--- config.mk ---
export PLATFORM = sky130hd
export DESIGN_NAME = vsmul_ctrl
export DESIGN_NICKNAME = d
export VERILOG_FILES = /design/src/vsmul_pkg.sv /design/src/vsmul_ctrl.sv
export SDC_FILE = /design/constraint.sdc
export NUM_CORES = 1
export LEC_CHECK = 0
export BUFFER_PORTS_ARGS = -buffer_cell sky130_fd_sc_hd__buf_4
export CORE_MARGIN = 5
export CORE_UTILIZATION = 56
export CTS_CLUSTER_DIAMETER = 200
export CTS_CLUSTER_SIZE = 16
export DETAILED_ROUTE_END_ITERATION = 6
export PLACE_DENSITY = 0.89
export SKIP_LAST_GASP = 1
export SLEW_MARGIN = 20
export SYNTH_ARGS = -nofsm -noshare
export SYNTH_HDL_FRONTEND = slang
export SYNTH_SLANG_ARGS = --single-unit
--- constraint.sdc ---
create_clock -name clk_i -period 3.5 [get_ports clk_i]
set_clock_uncertainty 0.15 [all_clocks]
set_input_delay 0.175 -clock clk_i [delete_from_list [all_inputs] [get_ports clk_i]]
set_output_delay 0.175 -clock clk_i [all_outputs]
set_load 0.05 [all_outputs]
--- src/vsmul_pkg.sv ---
// Shared types, AXI4-Lite constants and register map for the vsmul accelerator and its testbench
`default_nettype none

package vsmul_pkg;

    // ====================
    // Bus widths and responses
    // ====================
    localparam int         AXI_DATA_W  = 32;
    localparam logic [1:0] RESP_OKAY   = 2'b00;
    localparam logic [1:0] RESP_SLVERR = 2'b10;

    // ====================
    // Datapath types
    // ====================
    typedef enum logic [1:0] {
        SEW_8  = 2'd0,
        SEW_16 = 2'd1,
        SEW_32 = 2'd2,
        SEW_64 = 2'd3
    } sew_t;

    typedef enum logic [1:0] {
        RNU_V = 2'd0,    // Round to nearest, ties up
        RNE_V = 2'd1,    // Round to nearest, ties to even
        RDN_V = 2'd2,    // Truncate
        ROD_V = 2'd3     // Jam into the lsb
    } vxrm_t;

    typedef logic [63:0]  bus64_t;
    typedef logic [127:0] bus128_t;    // Product vector, element k at 2*SEW*k

    typedef struct packed {
        sew_t   sew;
        vxrm_t  vxrm;
        bus64_t vs1;
        bus64_t vs2;
    } vsmul_op_t;

    typedef struct packed {
        bus64_t vd;
        logic   sat;                   // Some element saturated
    } vsmul_res_t;

    // ====================
    // Register map
    // ====================
    typedef enum logic [7:0] {
        REG_VS1_LO = 8'h00,
        REG_VS1_HI = 8'h04,
        REG_VS2_LO = 8'h08,
        REG_VS2_HI = 8'h0C,
        REG_CTRL   = 8'h10,    // sew[1:0], vxrm[3:2], start[4]
        REG_STATUS = 8'h14,    // busy[0], done[1], vxsat[2]
        REG_RES_LO = 8'h18,
        REG_RES_HI = 8'h1C
    } reg_addr_e;

    localparam int CTRL_START_BIT   = 4;
    localparam int STATUS_BUSY_BIT  = 0;
    localparam int STATUS_DONE_BIT  = 1;
    localparam int STATUS_VXSAT_BIT = 2;

    typedef enum logic [1:0] {
        CTRL_IDLE = 2'd0,
        CTRL_MUL  = 2'd1,    // op_valid out to the multiplier
        CTRL_SAT  = 2'd2     // Products at vsmul, result captured
    } ctrl_state_e;

endpackage

`default_nettype wire

--- src/vsmul_ctrl.sv ---
// AXI4-Lite register slave that sequences one vsmul operation and holds result and status
`default_nettype none

module vsmul_ctrl
    import vsmul_pkg::*;
#(
    parameter int AXI_ADDR_W = 8
) (
    input  logic                    clk_i,
    input  logic                    reset_i,
    input  logic [AXI_ADDR_W-1:0]   s_awaddr_i,
    input  logic                    s_awvalid_i,
    output logic                    s_awready_o,
    input  logic [AXI_DATA_W-1:0]   s_wdata_i,
    input  logic [AXI_DATA_W/8-1:0] s_wstrb_i,
    input  logic                    s_wvalid_i,
    output logic                    s_wready_o,
    output logic [1:0]              s_bresp_o,
    output logic                    s_bvalid_o,
    input  logic                    s_bready_i,
    input  logic [AXI_ADDR_W-1:0]   s_araddr_i,
    input  logic                    s_arvalid_i,
    output logic                    s_arready_o,
    output logic [AXI_DATA_W-1:0]   s_rdata_o,
    output logic [1:0]              s_rresp_o,
    output logic                    s_rvalid_o,
    input  logic                    s_rready_i,
    output vsmul_op_t               op_o,
    output logic                    op_valid_o,
    input  logic                    prod_valid_i,
    input  vsmul_res_t              res_i
);

    ctrl_state_e           state_q;
    vsmul_op_t             op_q;
    logic                  op_valid_q;
    bus64_t                res_q;
    logic                  done_q, vxsat_q;
    logic                  bvalid_q, rvalid_q;
    logic [1:0]            bresp_q, rresp_q;
    logic [AXI_DATA_W-1:0] rdata_q, rdata_d;
    logic                  wr_fire, rd_fire, wr_en, busy;
    logic                  start_req, status_clr, capture;

    function automatic logic addr_hit(input logic [AXI_ADDR_W-1:0] addr);
        logic hit;
        case (addr)
            AXI_ADDR_W'(REG_VS1_LO), AXI_ADDR_W'(REG_VS1_HI),
            AXI_ADDR_W'(REG_VS2_LO), AXI_ADDR_W'(REG_VS2_HI),
            AXI_ADDR_W'(REG_CTRL),   AXI_ADDR_W'(REG_STATUS),
            AXI_ADDR_W'(REG_RES_LO), AXI_ADDR_W'(REG_RES_HI): hit = 1'b1;
            default: hit = 1'b0;
        endcase
        return hit;
    endfunction

    // ====================
    // Handshakes
    // ====================
    assign wr_fire     = s_awvalid_i & s_wvalid_i & ~bvalid_q;   // AW and W taken together
    assign rd_fire     = s_arvalid_i & ~rvalid_q;
    assign s_awready_o = wr_fire;
    assign s_wready_o  = wr_fire;
    assign s_arready_o = rd_fire;
    assign wr_en       = wr_fire & (|s_wstrb_i);    // Any strobe writes the full word

    assign busy       = (state_q != CTRL_IDLE);
    assign start_req  = wr_en & (s_awaddr_i == AXI_ADDR_W'(REG_CTRL))
                      & s_wdata_i[CTRL_START_BIT] & ~busy;
    assign status_clr = wr_en & (s_awaddr_i == AXI_ADDR_W'(REG_STATUS));
    assign capture    = prod_valid_i & (state_q == CTRL_SAT);

    always_comb begin
        rdata_d = '0;
        case (s_araddr_i)
            AXI_ADDR_W'(REG_VS1_LO): rdata_d = op_q.vs1[31:0];
            AXI_ADDR_W'(REG_VS1_HI): rdata_d = op_q.vs1[63:32];
            AXI_ADDR_W'(REG_VS2_LO): rdata_d = op_q.vs2[31:0];
            AXI_ADDR_W'(REG_VS2_HI): rdata_d = op_q.vs2[63:32];
            AXI_ADDR_W'(REG_CTRL):   rdata_d[3:0] = {op_q.vxrm, op_q.sew};    // start reads 0
            AXI_ADDR_W'(REG_STATUS): begin
                rdata_d[STATUS_BUSY_BIT]  = busy;
                rdata_d[STATUS_DONE_BIT]  = done_q;
                rdata_d[STATUS_VXSAT_BIT] = vxsat_q;
            end
            AXI_ADDR_W'(REG_RES_LO): rdata_d = res_q[31:0];
            AXI_ADDR_W'(REG_RES_HI): rdata_d = res_q[63:32];
            default: rdata_d = '0;
        endcase
    end

    // ====================
    // Registers and FSM
    // ====================
    always_ff @(posedge clk_i) begin
        if (reset_i) begin
            state_q    <= CTRL_IDLE;
            op_q       <= '0;
            op_valid_q <= 1'b0;
            res_q      <= '0;
            done_q     <= 1'b0;
            vxsat_q    <= 1'b0;
            bvalid_q   <= 1'b0;
            rvalid_q   <= 1'b0;
        end else begin
            op_valid_q <= start_req;    // One-cycle pulse
            case (state_q)
                CTRL_IDLE: if (start_req) state_q <= CTRL_MUL;
                CTRL_MUL:  state_q <= CTRL_SAT;
                CTRL_SAT:  if (prod_valid_i) state_q <= CTRL_IDLE;
                default:   state_q <= CTRL_IDLE;
            endcase
            if (wr_en) begin
                case (s_awaddr_i)
                    AXI_ADDR_W'(REG_VS1_LO): op_q.vs1[31:0]  <= s_wdata_i;
                    AXI_ADDR_W'(REG_VS1_HI): op_q.vs1[63:32] <= s_wdata_i;
                    AXI_ADDR_W'(REG_VS2_LO): op_q.vs2[31:0]  <= s_wdata_i;
                    AXI_ADDR_W'(REG_VS2_HI): op_q.vs2[63:32] <= s_wdata_i;
                    AXI_ADDR_W'(REG_CTRL): begin
                        if (!(busy && s_wdata_i[CTRL_START_BIT])) begin    // Start while busy is dropped
                            op_q.sew  <= sew_t'(s_wdata_i[1:0]);
                            op_q.vxrm <= vxrm_t'(s_wdata_i[3:2]);
                        end
                    end
                    default: ;
                endcase
            end
            if (status_clr || start_req) done_q <= 1'b0;
            if (status_clr) vxsat_q <= 1'b0;
            if (capture) begin
                res_q  <= res_i.vd;
                done_q <= 1'b1;
                if (res_i.sat) vxsat_q <= 1'b1;    // Sticky until STATUS write
            end
            if (wr_fire) bvalid_q <= 1'b1;
            else if (s_bready_i) bvalid_q <= 1'b0;
            if (rd_fire) rvalid_q <= 1'b1;
            else if (s_rready_i) rvalid_q <= 1'b0;
        end
    end

    always_ff @(posedge clk_i) begin
        if (wr_fire) bresp_q <= addr_hit(s_awaddr_i) ? RESP_OKAY : RESP_SLVERR;
        if (rd_fire) begin
            rdata_q <= rdata_d;
            rresp_q <= addr_hit(s_araddr_i) ? RESP_OKAY : RESP_SLVERR;
        end
    end

    assign s_bvalid_o = bvalid_q;
    assign s_bresp_o  = bresp_q;
    assign s_rvalid_o = rvalid_q;
    assign s_rdata_o  = rdata_q;
    assign s_rresp_o  = rresp_q;
    assign op_o       = op_q;
    assign op_valid_o = op_valid_q;

    a_op_from_idle: assert property (@(posedge clk_i) disable iff (reset_i)
        op_valid_o |-> $past(state_q) == CTRL_IDLE)
        else $error("op_valid raised outside CTRL_IDLE");

    a_bvalid_hold: assert property (@(posedge clk_i) disable iff (reset_i)
        s_bvalid_o && !s_bready_i |=> s_bvalid_o)
        else $error("bvalid dropped before bready");

endmodule

`default_nettype wire

* Word level (Yosys, flattened, before mapping)
Memory sizes are Yosys's and may differ from the RTL's.
Index checks and enable logic that the tools add are counted.
** Cells by class
- $mul :: 0
- Add/subtract/negate cells :: 0
- Reductions and logical operators :: 18
- Order comparisons :: 0
- Shift operators :: 0
- Multiplexer cells :: 21
- Equality and inequality tests :: 16
- Divide/modulo/power cells :: 0
- Bitwise logic cells :: 13
** Operator list (number)
- 28-bit one-hot mux with 6 select lines :: 1
- 8-bit by 5-bit equality test with 1-bit output, second input constant :: 6
- 8-bit by 4-bit equality test with 1-bit output, second input constant :: 4
- 3-bit one-hot mux with 8 select lines :: 1
- 8-bit by 3-bit equality test with 1-bit output, second input constant :: 2
- 8-bit zero test :: 2
- 1-bit two-way mux :: 13
- 2-bit AND reduction :: 5
- 1-bit bitwise AND :: 9
- 2-bit two-way mux :: 4
- 2-bit nonzero test :: 4
- 1-bit one-hot mux with 7 select lines :: 1
- 3-bit zero test :: 2
- 2-bit one-hot mux with 3 select lines :: 1
- 2-bit inequality test, second input constant :: 2
- 1-bit inverter :: 4
- 4-bit OR reduction :: 1
- 3-bit AND reduction :: 1
- 2-bit by 1-bit equality test with 1-bit output, second input constant :: 1
- 2-bit equality test, second input constant :: 1
- 2-bit zero test :: 1
- 1-bit logical AND :: 1
- 1-bit logical OR :: 1
** Word-level totals
- Output and inout port bits :: 174
- Word-level logic and storage cells :: 86
- Bits of input ports :: 125
- Bits in latches :: 0
- Flip-flop bits (word level) :: 239
- Memory bits (writable) :: 0
- ROM bits :: 64
- Memories kept :: 2
** Memory list
- (no name shown) :: depth 32, bits a word 1, rd ports 1, clocked after Yosys merged registers in 0, write ports 0, line vsmul_ctrl.sv:47 : case (addr)
- (no name shown) :: depth 32, bits a word 1, rd ports 1, clocked after Yosys merged registers in 0, write ports 0, line vsmul_ctrl.sv:47

* Longest topological paths before layout
- Depth after elaboration :: 9
- Depth in mapped cells :: 7
- Mapped depth without buffers :: 5

* Least setup slack after synthesis
OpenSTA, ideal clock, no wires.
- Path type :: reg-to-reg
- Start :: register rvalid_q (netlist: s_rvalid_o)
- End :: register rdata_q[0] (netlist: s_rdata_o[0]) (enable)
- Buffers on the path :: 0
- Required time :: 2.892 ns
- Cell stages (with the launch flop) :: 2
- Clock period less this slack :: 3.288 ns
- Setup time :: 0.458 ns
- Slack :: 0.212 ns
- Arrival time :: 2.680 ns
- Path through :: dfxtp_1 > nor2b_1
** On the way
- Cells in the longest elaborated chain, start to end :: 2
** RTL lines
- start: declaration :: line vsmul_ctrl.sv:39 : logic bvalid_q, rvalid_q;
- start signal: assignment :: line vsmul_ctrl.sv:104 : rvalid_q <= 1'b0;
- start signal: assignment :: line vsmul_ctrl.sv:137 : if (rd_fire) rvalid_q <= 1'b1;
- start signal: assignment :: line vsmul_ctrl.sv:138 : else if (s_rready_i) rvalid_q <= 1'b0;
- 1-bit inverter :: line vsmul_ctrl.sv:61 : assign rd_fire = s_arvalid_i & ~rvalid_q;
- 1-bit bitwise AND :: line vsmul_ctrl.sv:61
- net s_arready_o :: line vsmul_ctrl.sv:23 : output logic s_arready_o,
- end signal: assignment :: line vsmul_ctrl.sv:145 : rdata_q <= rdata_d;
- end: declaration :: line vsmul_ctrl.sv:41 : logic [AXI_DATA_W-1:0] rdata_q, rdata_d;
The timed path passes the listed nets, and every way through them passes these cells.
A chain may end at the register's enable or synchronous reset.

* Worst setup path after layout
- Start :: register bvalid_q (netlist: s_bvalid_o)
- End :: register op_q (netlist bit op_o[100])
** On the way
- Cells in the longest elaborated chain, start to end :: 4
** RTL lines
- start: declaration :: line vsmul_ctrl.sv:39
- start signal: assignment :: line vsmul_ctrl.sv:103 : bvalid_q <= 1'b0;
- start signal: assignment :: line vsmul_ctrl.sv:135 : if (wr_fire) bvalid_q <= 1'b1;
- start signal: assignment :: line vsmul_ctrl.sv:136 : else if (s_bready_i) bvalid_q <= 1'b0;
- 1-bit inverter :: line vsmul_ctrl.sv:60 : assign wr_fire = s_awvalid_i & s_wvalid_i & ~bvalid_q;
- 1-bit bitwise AND :: line vsmul_ctrl.sv:60
- 1-bit bitwise AND :: line vsmul_ctrl.sv:65 : assign wr_en = wr_fire & (|s_wstrb_i);
- 2-bit AND reduction (no source line)
- end: declaration :: line vsmul_ctrl.sv:35 : vsmul_op_t op_q;
No other way between the ends.

==> results_dict.tcl <==
set metrics [dict create \
    worst_pin_slew_ps 824.0 \
    hold_path_class "in2reg" \
    yosysTopAreaCellShare 0.3893 \
    dieArea_um2 21470 \
    status "completed" \
    synth_edf_count 34 \
    antenna_found_initial 2 \
    critPathCaptureType "flop" \
    viasPerCell 6.068 \
    ys_ff_latch 237 \
    portBuffers 296 \
    finalCritPeriodShare 0.8284 \
    dieWidth_um 146.5 \
    synth_area_um2 10440 \
    grt_pass1_vias 10394 \
    ys_types 51 \
    worst_path_largest_cell_delay_ps 810 \
    clk_pin_slew_worst_paths_ps 80 \
    cts_buffers 18 \
    synth_ff_type "dfxtp_1" \
    arrival_ps 3150 \
    cts_root_buffer "clkbuf_16" \
    vdd_drop_max_mv 0.3049 \
    gr-total-overflow 0 \
    tns_ps 0 \
    final_layout_size_suffix_gt1_frac 0.2497 \
    final_util 0.7764 \
    cts_resized 0 \
    global_route.usage.met1 0.3954 \
    grt_first_pass_wirelength_um 57740 \
    antenna_left 0 \
    power_per_cell_area_nw_per_um2 368.8 \
    wire_per_inst_um 22.54 \
    hold_viol 0 \
    final_max_slew_viol_count 0 \
    final.min_clock_period_ps 2900 \
    layout_common_cells "buf_4 (314), dfxtp_1 (203), nand2_1 (140)" \
    ios 299 \
    syn_avg_cell_area_um2 9.430 \
    syn_inst 1107 \
    slew_headroom 0.4495 \
    grt-busiest-layer "met2" \
    setup_viol 0 \
    wl_um 38450 \
    initial_core_util 0.5637 \
    layout.nets 1589 \
    num_vias 10352 \
    maxCapViolCount 0 \
    place_congestion 0.8968 \
    synth_top_area_cell "dfxtp_1" \
    use_met3 0.06859 \
    cts_tree "done" \
    synth-warning-count 0 \
    clockBufferDepth 3 \
    criticalPathCategory "reg2reg" \
    cpMaxStageDelayCell "or4_2" \
    ys_seq_area_frac 0.4871 \
    final_common_cell "buf_4" \
    dr.pass1.iters 6 \
    grt.total_usage 0.3360 \
    crit_chain "or4bb_1, or4_2, buf_4, or2_4, o21ai_0" \
    async_flop_share 0 \
    rows 50 \
    leakage_nw 5.980 \
    grt_max_degree 96 \
    area_growth_pct 37.73 \
    rsz0062_at_grt "no" \
    max_freq_mhz 344.9 \
    first_iter_violations 1045 \
    dpl.hpwl_um 23090 \
    cp_max_fo 32 \
    clk_latency_ps 490 \
    crit_required_ps 3750 \
    core_um2 18520 \
    yosys-top-cells-area "dfxtp_1 (39%), mux2i_1 (13%), edfxtp_1 (9.8%)" \
    drc 0 \
    n_fill_cell 1138 \
    critPathLaunchType "flop" \
    clkSinkCount 237 \
    met2_usage 0.5786 \
    die_h_um 146.5 \
    ctsHtreeMaxLevel 1 \
]
cells in the mapped netlist, types with 10 or more instances:
master	instances
dfxtp_1	203
nand2_1	141
mux2i_1	136
nand2b_1	135
a21oi_1	98
clkbuf_1	65
nor2_1	40
o21ai_0	40
edfxtp_1	34
nor2b_1	34
o21ai_1	30
o22ai_1	23
buf_1	16
a221oi_1	12
nor3b_1	12
mux2_2	11
a22oi_1	10
critical path, delay by kind of cell, from the launching register on:
kind,cells,cell delay [ps]
flops,1,350
simple gates,3,1750
buf+inv,1,310
compound gates,1,240
kinds of logic (layout without fill, tap and decap cells):
kind of cell | Yosys count | in the layout | share of synthesized area
buffers and inverters | 94 | 456 | 0.04255
and+or+nand+nor | 392 | 392 | 0.1957
other | 1 | 4 | 0.0003592
muxes | 148 | 148 | 0.1444
DFF | 237 | 237 | 0.4871
AOI/OAI and AO/OA | 235 | 235 | 0.1298
final timing paths:
path / cells past startpoint / slack (ps) / startpoint / end
worst max-delay path: 5 / 600 / s_bvalid_o / op_o[100]
worst min-delay path: 4 / 10 / s_awaddr_i[4] / op_valid_o
worst max register to register: 5 / 600 / s_bvalid_o / op_o[100]
worst min register to register: 2 / 310 / res_q[2] / res_q[2]
through the flow:
| stage | worst slack, ps | total power, mW | cell area [um2] | std cells | hold WS, ps |
|---|---|---|---|---|---|
| final | 600.5 | 5.302 | 14380 | 1706 | 10.58 |
| after global routing | 486.7 | 5.435 | 14380 | 1706 | 25.39 |
| after CTS | 679.7 | 5.283 | 14370 | 1704 | 0.5342 |
| after floorplan | 212.2 | 3.084 | 10440 | 1108 | 124.0 |
| after detailed placement | 603.5 | 3.296 | 12770 | 1568 | 214.2 |
| after global placement | 643.0 | 3.291 | 12770 | 1568 | 213.8 |
registers in the layout, indices dropped and copies added (netlist names):
register and count:
res_q 64, s_bvalid_o 1, vxsat_q 1, op_valid_o 1, op_o 132, done_q 1, state_q 2, s_bresp_o 1
s_rdata_o 32, s_rresp_o 1, s_rvalid_o 1
area by class of cell:
| class | instances | area, um2 | area share |
|---|---|---|---|
| multi-input cells | 777 | 4955 | 0.3446 |
| inverters | 2 | 7.507 | 0.0005221 |
| flip-flops and latches | 237 | 5085 | 0.3537 |
| well taps | 234 | 292.8 | 0.02036 |
| clock inverters | 1 | 5.005 | 0.0003481 |
| diodes | 2 | 5.005 | 0.0003481 |
| repair buffers | 428 | 3530 | 0.2455 |
| clock buffers | 25 | 498.0 | 0.03464 |
layer usage:
layer  vias to the layer above  wire length [um]
li1                       4553                 -
met1                      4917             13680
met2                       700             18840
met3                       182              3783
met4                         0              2149
met5                         -                 0
power by group:
group | internal, mW | switching [mW]
registers | 2.78 | 0.0112
logic | 0.254 | 0.311
clock network | 0.989 | 0.959
total | 4.02 | 1.28
what timing repair did:
action	CTS	global route
endpoints found under the hold margin	203	0
hold buffers	110	0
setup buffers	0	0
Note: power is estimated with default switching activity, not from simulation.
