$ cat src/vsmul_pkg.sv
// Shared types, AXI4-Lite constants and register map for the vsmul accelerator and its testbench
`default_nettype none

package vsmul_pkg;

    // ====================
    // Bus widths and responses
    // ====================
    localparam int         AXI_DATA_W  = 32;
    localparam logic [1:0] RESP_OKAY   = 2'b00;
    localparam logic [1:0] RESP_SLVERR = 2'b10;

    // ====================
    // Datapath types
    // ====================
    typedef enum logic [1:0] {
        SEW_8  = 2'd0,
        SEW_16 = 2'd1,
        SEW_32 = 2'd2,
        SEW_64 = 2'd3
    } sew_t;

    typedef enum logic [1:0] {
        RNU_V = 2'd0,    // Round to nearest, ties up
        RNE_V = 2'd1,    // Round to nearest, ties to even
        RDN_V = 2'd2,    // Truncate
        ROD_V = 2'd3     // Jam into the lsb
    } vxrm_t;

    typedef logic [63:0]  bus64_t;
    typedef logic [127:0] bus128_t;    // Product vector, element k at 2*SEW*k

    typedef struct packed {
        sew_t   sew;
        vxrm_t  vxrm;
        bus64_t vs1;
        bus64_t vs2;
    } vsmul_op_t;

    typedef struct packed {
        bus64_t vd;
        logic   sat;                   // Some element saturated
    } vsmul_res_t;

    // ====================
    // Register map
    // ====================
    typedef enum logic [7:0] {
        REG_VS1_LO = 8'h00,
        REG_VS1_HI = 8'h04,
        REG_VS2_LO = 8'h08,
        REG_VS2_HI = 8'h0C,
        REG_CTRL   = 8'h10,    // sew[1:0], vxrm[3:2], start[4]
        REG_STATUS = 8'h14,    // busy[0], done[1], vxsat[2]
        REG_RES_LO = 8'h18,
        REG_RES_HI = 8'h1C
    } reg_addr_e;

    localparam int CTRL_START_BIT   = 4;
    localparam int STATUS_BUSY_BIT  = 0;
    localparam int STATUS_DONE_BIT  = 1;
    localparam int STATUS_VXSAT_BIT = 2;

    typedef enum logic [1:0] {
        CTRL_IDLE = 2'd0,
        CTRL_MUL  = 2'd1,    // op_valid out to the multiplier
        CTRL_SAT  = 2'd2     // Products at vsmul, result captured
    } ctrl_state_e;

endpackage

`default_nettype wire

$ cat src/vsmul.sv
// Combinational shift, rounding and saturation of a product vector into SEW-bit results
`default_nettype none

module vsmul
    import vsmul_pkg::*;
(
    input  sew_t    sew_i,
    input  vxrm_t   vxrm_i,
    input  bus128_t data_i,       // Products from vmul_lanes
    output bus64_t  data_vd_o,
    output logic    sat_ovf_o     // Any element saturated
);

    logic [7:0][7:0] shifted;     // Bits 2*SEW-2 .. SEW-1 of each product
    logic [7:0][7:0] sum;
    logic [7:0]      inc;         // Rounding increment at element low byte
    logic [7:0]      top_sign;    // Product sign at element top byte
    logic [7:0]      elem_lo;     // Byte opens an element, carry cut here
    logic [7:0]      elem_hi;     // Byte closes an element
    logic [7:0]      ovf;

    // lsb is result bit SEW-1, half is bit SEW-2, rest is OR of bits SEW-3..0
    function automatic logic round_inc(input vxrm_t mode, input logic lsb,
                                       input logic half, input logic rest);
        logic r;
        case (mode)
            RNU_V:   r = half;
            RNE_V:   r = half & (rest | lsb);
            RDN_V:   r = 1'b0;
            ROD_V:   r = ~lsb & (half | rest);
            default: r = 1'b0;
        endcase
        return r;
    endfunction

    // ====================
    // Shift and increment
    // ====================
    always_comb begin
        shifted  = '0;
        inc      = '0;
        top_sign = '0;
        elem_lo  = 8'hFF;
        elem_hi  = 8'hFF;
        case (sew_i)
            SEW_8: begin
                for (int k = 0; k < 8; k++) begin
                    shifted[k]  = data_i[16*k+7 +: 8];
                    inc[k]      = round_inc(vxrm_i, data_i[16*k+7], data_i[16*k+6],
                                            |data_i[16*k +: 6]);
                    top_sign[k] = data_i[16*k+15];
                end
            end
            SEW_16: begin
                elem_lo = 8'h55;
                elem_hi = 8'hAA;
                for (int k = 0; k < 4; k++) begin
                    shifted[2*k +: 2] = data_i[32*k+15 +: 16];
                    inc[2*k]          = round_inc(vxrm_i, data_i[32*k+15], data_i[32*k+14],
                                                  |data_i[32*k +: 14]);
                    top_sign[2*k+1]   = data_i[32*k+31];
                end
            end
            SEW_32: begin
                elem_lo = 8'h11;
                elem_hi = 8'h88;
                for (int k = 0; k < 2; k++) begin
                    shifted[4*k +: 4] = data_i[64*k+31 +: 32];
                    inc[4*k]          = round_inc(vxrm_i, data_i[64*k+31], data_i[64*k+30],
                                                  |data_i[64*k +: 30]);
                    top_sign[4*k+3]   = data_i[64*k+63];
                end
            end
            SEW_64: begin
                elem_lo     = 8'h01;
                elem_hi     = 8'h80;
                shifted     = data_i[63 +: 64];
                inc[0]      = round_inc(vxrm_i, data_i[63], data_i[62], |data_i[61:0]);
                top_sign[7] = data_i[127];
            end
            default: ;
        endcase
    end

    // Byte adders, carry ripples only inside an element
    always_comb begin : add_chain
        logic carry;
        logic cin;
        carry = 1'b0;
        for (int i = 0; i < 8; i++) begin
            cin = elem_lo[i] ? 1'b0 : carry;
            {carry, sum[i]} = {1'b0, shifted[i]} + {8'b0, inc[i]} + {8'b0, cin};
        end
    end

    // Dropped sign bit disagrees with kept msb, or rounding wrapped 0x7F..F
    always_comb begin
        for (int i = 0; i < 8; i++) begin
            ovf[i] = elem_hi[i] & ((top_sign[i] ^ shifted[i][7]) | (~shifted[i][7] & sum[i][7]));
        end
    end

    // ====================
    // Saturation
    // ====================
    always_comb begin
        data_vd_o = sum;
        case (sew_i)
            SEW_8: begin
                for (int k = 0; k < 8; k++) begin
                    data_vd_o[8*k +: 8] = ovf[k] ? 8'h7F : sum[k];
                end
            end
            SEW_16: begin
                for (int k = 0; k < 4; k++) begin
                    data_vd_o[16*k +: 16] = ovf[2*k+1] ? 16'h7FFF : sum[2*k +: 2];
                end
            end
            SEW_32: begin
                for (int k = 0; k < 2; k++) begin
                    data_vd_o[32*k +: 32] = ovf[4*k+3] ? 32'h7FFF_FFFF : sum[4*k +: 4];
                end
            end
            SEW_64: data_vd_o = ovf[7] ? 64'h7FFF_FFFF_FFFF_FFFF : sum;
            default: ;
        endcase
    end

    assign sat_ovf_o = |ovf;    // ovf is already masked to top bytes

endmodule

`default_nettype wire

$ cat config.mk
export PLATFORM = sky130hd
export DESIGN_NAME = vsmul
export DESIGN_NICKNAME = d
export VERILOG_FILES = /design/src/vsmul_pkg.sv /design/src/vsmul.sv
export SDC_FILE = /design/constraint.sdc
export NUM_CORES = 1
export LEC_CHECK = 0
export BUFFER_PORTS_ARGS = -buffer_cell sky130_fd_sc_hd__buf_2
export CAP_MARGIN = 20
export CORE_UTILIZATION = 49
export DETAILED_ROUTE_END_ITERATION = 10
export PLACE_DENSITY_LB_ADDON = 0.08
export SLEW_MARGIN = 20
export SYNTH_ARGS = -nofsm -noshare
export SYNTH_HDL_FRONTEND = slang
export SYNTH_SLANG_ARGS = --single-unit
export TNS_END_PERCENT = 30
$ cat constraint.sdc
create_clock -name vclk -period 18
set_input_delay 3.6 -clock vclk [all_inputs]
set_output_delay 3.6 -clock vclk [all_outputs]
set_load 0.03 [all_outputs]
* Yosys cells after proc, flatten, opt, wreduce, memory -nomap -nowiden
Index checks and enable logic that the tools add are counted.
** Word-level totals
- Flip-flop bits (word level) :: 0
- Input bits :: 132
- Output and inout port bits :: 65
- Word-level logic and storage cells :: 214
** Cells by class
- Add/subtract/negate cells :: 15
- Equality and inequality tests :: 6
- Mux-type cells :: 57
- Bitwise logic cells :: 115
- Reductions and logical operators :: 21
** Operators with widths (count)
- 64-bit case mux with 4 select lines :: 2
- 16-bit 2-to-1 mux :: 4
- 32-bit 2-to-1 mux :: 2
- 64-bit 2-to-1 mux :: 1
- 8-bit 2-to-1 mux :: 8
- 1-bit case mux with 4 select lines :: 16
- 8-bit by 1-bit adder with 9-bit output :: 7
- 62-bit OR reduction :: 1
- 30-bit OR reduction :: 2
- 14-bit OR reduction :: 4
- 9-bit by 1-bit adder with 9-bit output :: 6
- 6-bit OR reduction :: 8
- 1-bit bitwise AND :: 45
- 1-bit OR :: 38
- 8-bit case mux with 3 select lines :: 1
- 1-bit NOT :: 23
- 7-bit case mux with 3 select lines :: 1
- 1-bit 2-to-1 mux :: 19
- 8-bit by 1-bit adder with 8-bit output :: 2
- 2-bit equality test, second input constant :: 4
- 8-bit OR reduction :: 1
- 1-bit XOR :: 8
- 2-bit by 1-bit equality test with 1-bit output, second input constant :: 2
- 2-bit zero test :: 2
- 6 further kinds :: 7

* Depth between registers and ports, before layout
Gate-level depths: netlist of the first run.
- Depth after elaboration :: 25
- Depth in mapped cells :: 49
- Depth with buffers taken out :: 45

* Worst setup path before layout of the first run
OpenSTA, ideal clock, no wires.
- Path type :: input to output
- From :: in sew_i[0]
- To :: out data_vd_o[7]
- Arrival :: 12.918 ns
- Required time :: 14.400 ns
- Setup slack :: 1.482 ns
- Stages on the path :: 46
- Path buffers :: 3
- Path through :: buf_6 buf_6 buf_6 or4_1 o22ai_1 a211o_1 ha_1 ha_1 and3_1 nand3_1 a211o_1 fa_1 inv_1 ha_1 nand4b_1 fa_1 inv_1 ha_1 [... 10 more ...] inv_1 ha_1 o21ai_0 a21oi_1 nand4_1 fa_1 inv_1 ha_1 o211ai_1 nor2_1 fa_1 and4_1 and4_1 ha_1 o21ai_0 a21oi_1 nor2_1 o22ai_1
** On the way
- Word-level cells in the longest chain between the ends :: 22
** RTL lines
- start, declared :: RTL line vsmul.sv:7 : input sew_t sew_i,
- 2-bit equality test, or another cell as far along :: RTL line vsmul.sv:45, vsmul.sv:108
- 64-bit case mux with 4 select lines or 1-bit case mux with 4 select lines (tied branches) :: RTL line vsmul.sv:45 : case (sew_i)
- 8-bit by 1-bit adder with 9-bit output :: RTL line vsmul.sv:92 : {carry, sum[i]} = {1'b0, shifted[i]} + {8'b0, inc[i]} + {8'b0, cin};
- 1-bit 2-to-1 mux :: RTL line vsmul.sv:91 : cin = elem_lo[i] ? 1'b0 : carry;
- 9-bit by 1-bit adder with 9-bit output :: RTL line vsmul.sv:92
- 1-bit 2-to-1 mux :: RTL line vsmul.sv:91
- 9-bit by 1-bit adder with 9-bit output :: RTL line vsmul.sv:92
- 1-bit 2-to-1 mux :: RTL line vsmul.sv:91
- [... 6 more ...]
- 9-bit by 1-bit adder with 9-bit output :: RTL line vsmul.sv:92
- 1-bit 2-to-1 mux :: RTL line vsmul.sv:91
- 8-bit by 1-bit adder with 8-bit output :: RTL line vsmul.sv:92
- 1-bit bitwise AND :: RTL line vsmul.sv:99 : ovf[i] = elem_hi[i] & ((top_sign[i] ^ shifted[i][7]) | (~shifted[i][7] & sum[i][7]));
- 1-bit OR :: RTL line vsmul.sv:99
- 1-bit bitwise AND :: RTL line vsmul.sv:99
- 64-bit 2-to-1 mux :: RTL line vsmul.sv:124 : SEW_64: data_vd_o = ovf[7] ? 64'h7FFF_FFFF_FFFF_FFFF : sum;
- 64-bit case mux with 4 select lines (*) :: RTL line vsmul.sv:108 : case (sew_i)
- end, declared :: RTL line vsmul.sv:10 : output bus64_t data_vd_o,
Every way passes the cells marked *; elsewhere a longest branch is shown, timed or not. The select of a mux whose other input is x is not followed.

* Worst setup path in the final report of the first run
- From :: in sew_i[0]
- To :: out data_vd_o[23]
Same word-level chain as after synthesis.

==> results of run 1 <==
-- logic make-up after synthesis --
kind of cell	Yosys count
compound gates	118
xor+xnor	39
mux	67
fa+ha+maj	24
simple gates	269
buf+inv	45
-- report_power, final --
| part | switching (mW) | internal (mW) |
|---|---|---|
| clock | 0 | 0 |
| combinational | 0.109 | 0.0580 |
| sequential | 0 | 0 |
-- layout make-up --
cell class	count	share of cell area
inverters	17	0.01396
multi-input cells	517	0.7411
well taps	99	0.02560
repair buffers	205	0.2193
-- cell usage after synthesis, types with 3 or more instances --
library cell / number
a21oi_1: 39
and3_1: 11
mux2_2: 8
a211oi_1: 6
ha_1: 17
o21a_1: 8
and2_1: 4
buf_6: 8
nand3_1: 27
buf_2: 10
nor2b_1: 8
nand2b_1: 15
nor2_1: 48
o31a_1: 3
mux4_2: 6
a31oi_1: 4
nand4_1: 9
or3_1: 8
xor2_1: 21
nor4_1: 36
clkbuf_1: 8
nand2_1: 70
mux2i_1: 51
nand4b_1: 3
fa_1: 7
o21ai_0: 29
xnor2_1: 18
o211ai_1: 4
a211o_1: 5
inv_1: 16
o22ai_1: 5
nor3_1: 14
or4_1: 5
-- what timing repair did --
action / CTS / global route
endpoints found under the hold margin: 0 / 0
buffers inserted: 0 / 2
endpoints found under the setup margin: 0 / 52
resized for setup: 0 / 15
-- critical path, delay by kind of cell --
| kind | cells | cell delay, ns |
|---|---|---|
| buf+inv | 9 | 1.13 |
| fa+ha+maj | 16 | 4.57 |
| compound gates | 11 | 2.04 |
| simple gates | 13 | 2.18 |
-- stage by stage --
step                      instances  instance area [um2]
after detailed placement        836                 4781
after CTS                       836                 4781
after global placement          836                 4781
final                           838                 4838
after global routing            838                 4838
after floorplan                 562                 3809
-- worst paths after layout --
check | end | cells after the start | slack (ns)
max | data_vd_o[23] | 49 | 0.82
min | data_vd_o[60] | 4 | 7.63
-- metal layers --
layer | vias to the layer above | wire length, um
met2 | 261 | 6489
li1 | 2459 | -
met1 | 2366 | 6440
met5 | - | 0
met4 | 0 | 310
met3 | 25 | 1328
==> impl_metrics.csv, run 1 <==
group,metric,value,unit
critical_path,worstSetupPathType,"in -> out",
floorplan,dieWidth,90.17,um
power_and_ir_drop,p_leak,2.201,nW
timing,setup_ws,0.8225,ns
floorplan,die_area,8130,um2
power_and_ir_drop,power,0.1670,mW
floorplan,die_h,90.17,um
routing,vias,5111,
cells_and_area,fillers,716,
synth,yosys.area_share.simple,0.3597,
hold_path,min_path_type,"in -> out",
global_routing,grt_max_degree,49,
critical_path,crit_required,14.40,ns
cells_and_area,final_nets,897,
timing,slew_viol_final,0,
synth,synth_top_family_by_area,"simple AND/OR/NAND/NOR gates",
placed_design,pre_cts_ws,0.1692,ns
timing,setup_violations,0,
hold_path,hold_start,"data_i[123]",
synth,synth_top_area_share,0.1340,
timing,hold_viol,0,
power_and_ir_drop,ir_drop,0.00002185,V
routing,wirelength,14.57,mm
global_routing,grt_use_met2,0.5681,
synth,synth_fa_ha_area_frac,0.09264,
power_and_ir_drop,powerDensity,34.52,nW/um2
clock_network,hold_buffers,0,
synth,ys_seq_area_frac,0,
critical_path,critPathLaunch,"sew_i[0]",
global_routing,grt_pass1_vias,4797,
timing,worst_slew_pin_slew,0.7925,ns
routing,route.detailed.drc,0,
synth,synth_area_leader_cell,"mux2i_1",
timing,setup-tns-final,0,ns
floorplan,num_io_pins,197,
synth,synthCells,562,
synth,yosys_warnings,0,
routing,viasPerCell,6.099,
flow_run,drv_cap,0,
global_routing,overflow,0,
cells_and_area,drive_gt1_frac,0.3194,
cells_and_area,syn_to_final_growth,27.04,%
cells_and_area,final_common_cell,"buf_2",
timing,min_period_over_period,0.9543,
critical_path,path_max_fanout,18,
placed_design,gp_congestion,0.9746,
synth,syn_nets,718,
timing,maxSlewHeadroom,0.4685,
synth,netlist_area,3809,um2
timing,rsz0062_at_grt,"no",
global_routing,grt_pass1_wl,23.60,mm
floorplan,coreArea,7370,um2
critical_path,start_kind,"input pin",
global_routing,grt-busiest-layer,"met2",
global_routing,antenna_found_initial,0,
global_routing,met1_usage,0.4895,
synth,synth_xor_area_frac,0.08968,
timing,fmax,58.22,MHz
synth,synth_compound_area_frac,0.1925,
global_routing,grtUsageTotal,0.3483,
timing,whs,7.631,ns
routing,drt_iter0_drc,531,
cells_and_area,regArea,0,um2
critical_path,critical_path.max_stage_delay,0.48,ns
floorplan,start_util,0.5168,
critical_path,cp_common_cell,"ha_1",
placed_design,io_buffers,197,
timing,layout_min_cycle_time,17.18,ns
cells_and_area,layout_common_cells,"buf_2 (194), nand2_1 (70), mux2i_1 (50)",
placed_design,dp_hpwl,12.05,mm
synth,synth.distinct_cells,59,
routing,ant_nets,0,
critical_path,slowest_stage,"fa_1",
cells_and_area,clockBufferCount,0,
global_routing,use_met3,0.04061,
floorplan,rows,31,
cells_and_area,multi_input_area,3586,um2
routing,drtPass1Iterations,5,
cells_and_area,seq_cells,0,
outcome,status,"complete, no violations",
synth,avgSynthCellArea,6.777,um2
cells_and_area,diodes,0,
routing,post_drt_wl_per_cell,17.38,um
synth,netlist_top_cells_area,"mux2i_1 (13%), nand2_1 (6.9%), nor4_1 (5.9%), ha_1 (5.6%), a21oi_1 (5.1%)",
synth,synth.area.mux_share,0.2007,
cells_and_area,final_core_util,0.6565,
critical_path,critPathCaptureType,"primary output",
critical_path,arrival,13.58,ns
Power figures use the tool's default switching activity.
==> run 2: changes to the inputs <==
==> constraint.sdc (replaced) <==
create_clock -name vclk -period 18
set_input_delay 3.6 -clock vclk [all_inputs]
set_output_delay 3.6 -clock vclk [all_outputs]
set_load 0.005 [all_outputs]
==> impl_metrics.csv, run 2 (synthesis gave the netlist of run 1 again) <==
group,metric,value,unit
global_routing,grt_pass1_wl,23.64,mm
flow_run,drv_cap,0,
timing,setup_violations,0,
timing,hold_viol,0,
cells_and_area,final_cells,838,
routing,post_drt_wl_per_cell,17.94,um
critical_path,slowest_stage,"fa_1",
placed_design,io_buffers,197,
floorplan,start_util,0.5168,
floorplan,num_io_pins,197,
cells_and_area,layout_common_cells,"buf_2 (194), nand2_1 (70), mux2i_1 (50)",
clock_network,hold_buffers,0,
placed_design,dp_hpwl,12.48,mm
global_routing,grt_pass1_vias,4780,
power_and_ir_drop,ir_drop,0.00001326,V
outcome,status,"complete, no violations",
power_and_ir_drop,p_switching,0.07561,mW
timing,rsz0062_at_grt,"yes",
critical_path,endpoint,"data_vd_o[7]",
power_and_ir_drop,pwr-share-clk,0,
floorplan,die_h,90.17,um
timing,layout_min_cycle_time,17.18,ns
cells_and_area,final_common_cell,"buf_2",
timing,min_period_over_period,0.9546,
cells_and_area,final_nets,897,
routing,route.detailed.drc,0,
cells_and_area,design_area,4822,um2
floorplan,coreArea,7370,um2
cells_and_area,clockBufferCount,0,
critical_path,start_kind,"input pin",
timing,setup-tns-final,0,ns
timing,fmax,58.20,MHz
timing,maxSlewHeadroom,0.5054,
timing,worst_slew_pin_slew,0.7350,ns
placed_design,gp_congestion,0.9890,
critical_path,arrival,13.58,ns
placed_design,pre_cts_ws,0.4356,ns
clock_network,cts_resized,0,
critical_path,crit_required,14.40,ns
timing,slew_viol_final,0,
power_and_ir_drop,pwr-share-seq,0,
cells_and_area,drive_gt1_frac,0.3153,
routing,vias,5189,
power_and_ir_drop,p_int,0.05698,mW
power_and_ir_drop,powerDensity,27.50,nW/um2
critical_path,critPathCaptureType,"primary output",
routing,ant_nets,0,
hold_path,min_path_type,"in -> out",
critical_path,path_max_fanout,28,
cells_and_area,seq_cells,0,
cells_and_area,syn_to_final_growth,26.61,%
floorplan,die_area,8130,um2
routing,viasPerCell,6.192,
floorplan,dieWidth,90.17,um
placed_design,dp.cells,838,
clock_network,cts_setup_buffers,0,
cells_and_area,final_core_util,0.6543,
routing,wirelength,15.03,mm
cells_and_area,diodes,0,
placed_design,dpl_cell_area,4796,um2
timing,whs,7.547,ns
global_routing,grt_max_degree,50,
power_and_ir_drop,swShare,0.5703,
floorplan,rows,31,
power_and_ir_drop,p_leak,2.204,nW
global_routing,overflow,0,
critical_path,critPathLaunch,"sew_i[1]",
cells_and_area,regArea,0,um2
critical_path,critical_path.max_stage_delay,0.49,ns
critical_path,worstSetupPathType,"in -> out",
critical_path,cp_common_cell,"ha_1",
global_routing,antenna_found_initial,0,
power_and_ir_drop,power_frac_comb,1.000,
routing,drtPass1Iterations,5,
power_and_ir_drop,power,0.1326,mW
global_routing,grtUsageTotal,0.3508,
routing,drt_iter0_drc,527,
timing,setup_ws,0.8177,ns
==> run 2: layout make-up <==
cell class	instances	area, um2
Multi-Input combinational cell	517	3581
Timing Repair Buffer	205	1054
Fill cell	720	2547
Inverter	17	63.81
Tap cell	99	123.9
==> run 2: critical path: cells and delay by family <==
family,cells,cell delay [ns]
AO/OA/AOI/OAI,10,2.15
adder cells (fa/ha/maj),16,4.54
buffers and inverters,8,1.11
AND/OR/NAND/NOR,12,2.14
==> run 2: how the worst min path moves through the flow <==
| stage | from | endpoint | slack, ns | cells past startpoint |
|---|---|---|---|---|
| floorplan | data_i[123] | data_vd_o[60] | 7.31 | 2 |
| global placement | data_i[121] | data_vd_o[58] | 7.54 | 4 |
| detailed placement | data_i[125] | data_vd_o[62] | 7.55 | 4 |
| CTS | data_i[125] | data_vd_o[62] | 7.55 | 4 |
| global route | data_i[121] | data_vd_o[58] | 7.57 | 4 |
| finish | data_i[125] | data_vd_o[62] | 7.55 | 4 |
==> run 2: routing by layer <==
layer	routed length, um	vias to the layer above	track usage	share of wire
met5	0	-	0	0
met4	285	0	0.08333	0.019
li1	-	2447	-	-
met3	1400	30	0.04146	0.093
met2	6781	309	0.5763	0.45
met1	6566	2403	0.4862	0.44
==> run 2: power groups by stage <==
stage               clock network (mW)  registers [mW]  logic, mW
floorplan                            0               0     0.0730
global placement                     0               0      0.128
detailed placement                   0               0      0.129
CTS                                  0               0      0.130
global route                         0               0      0.144
finish                               0               0      0.133
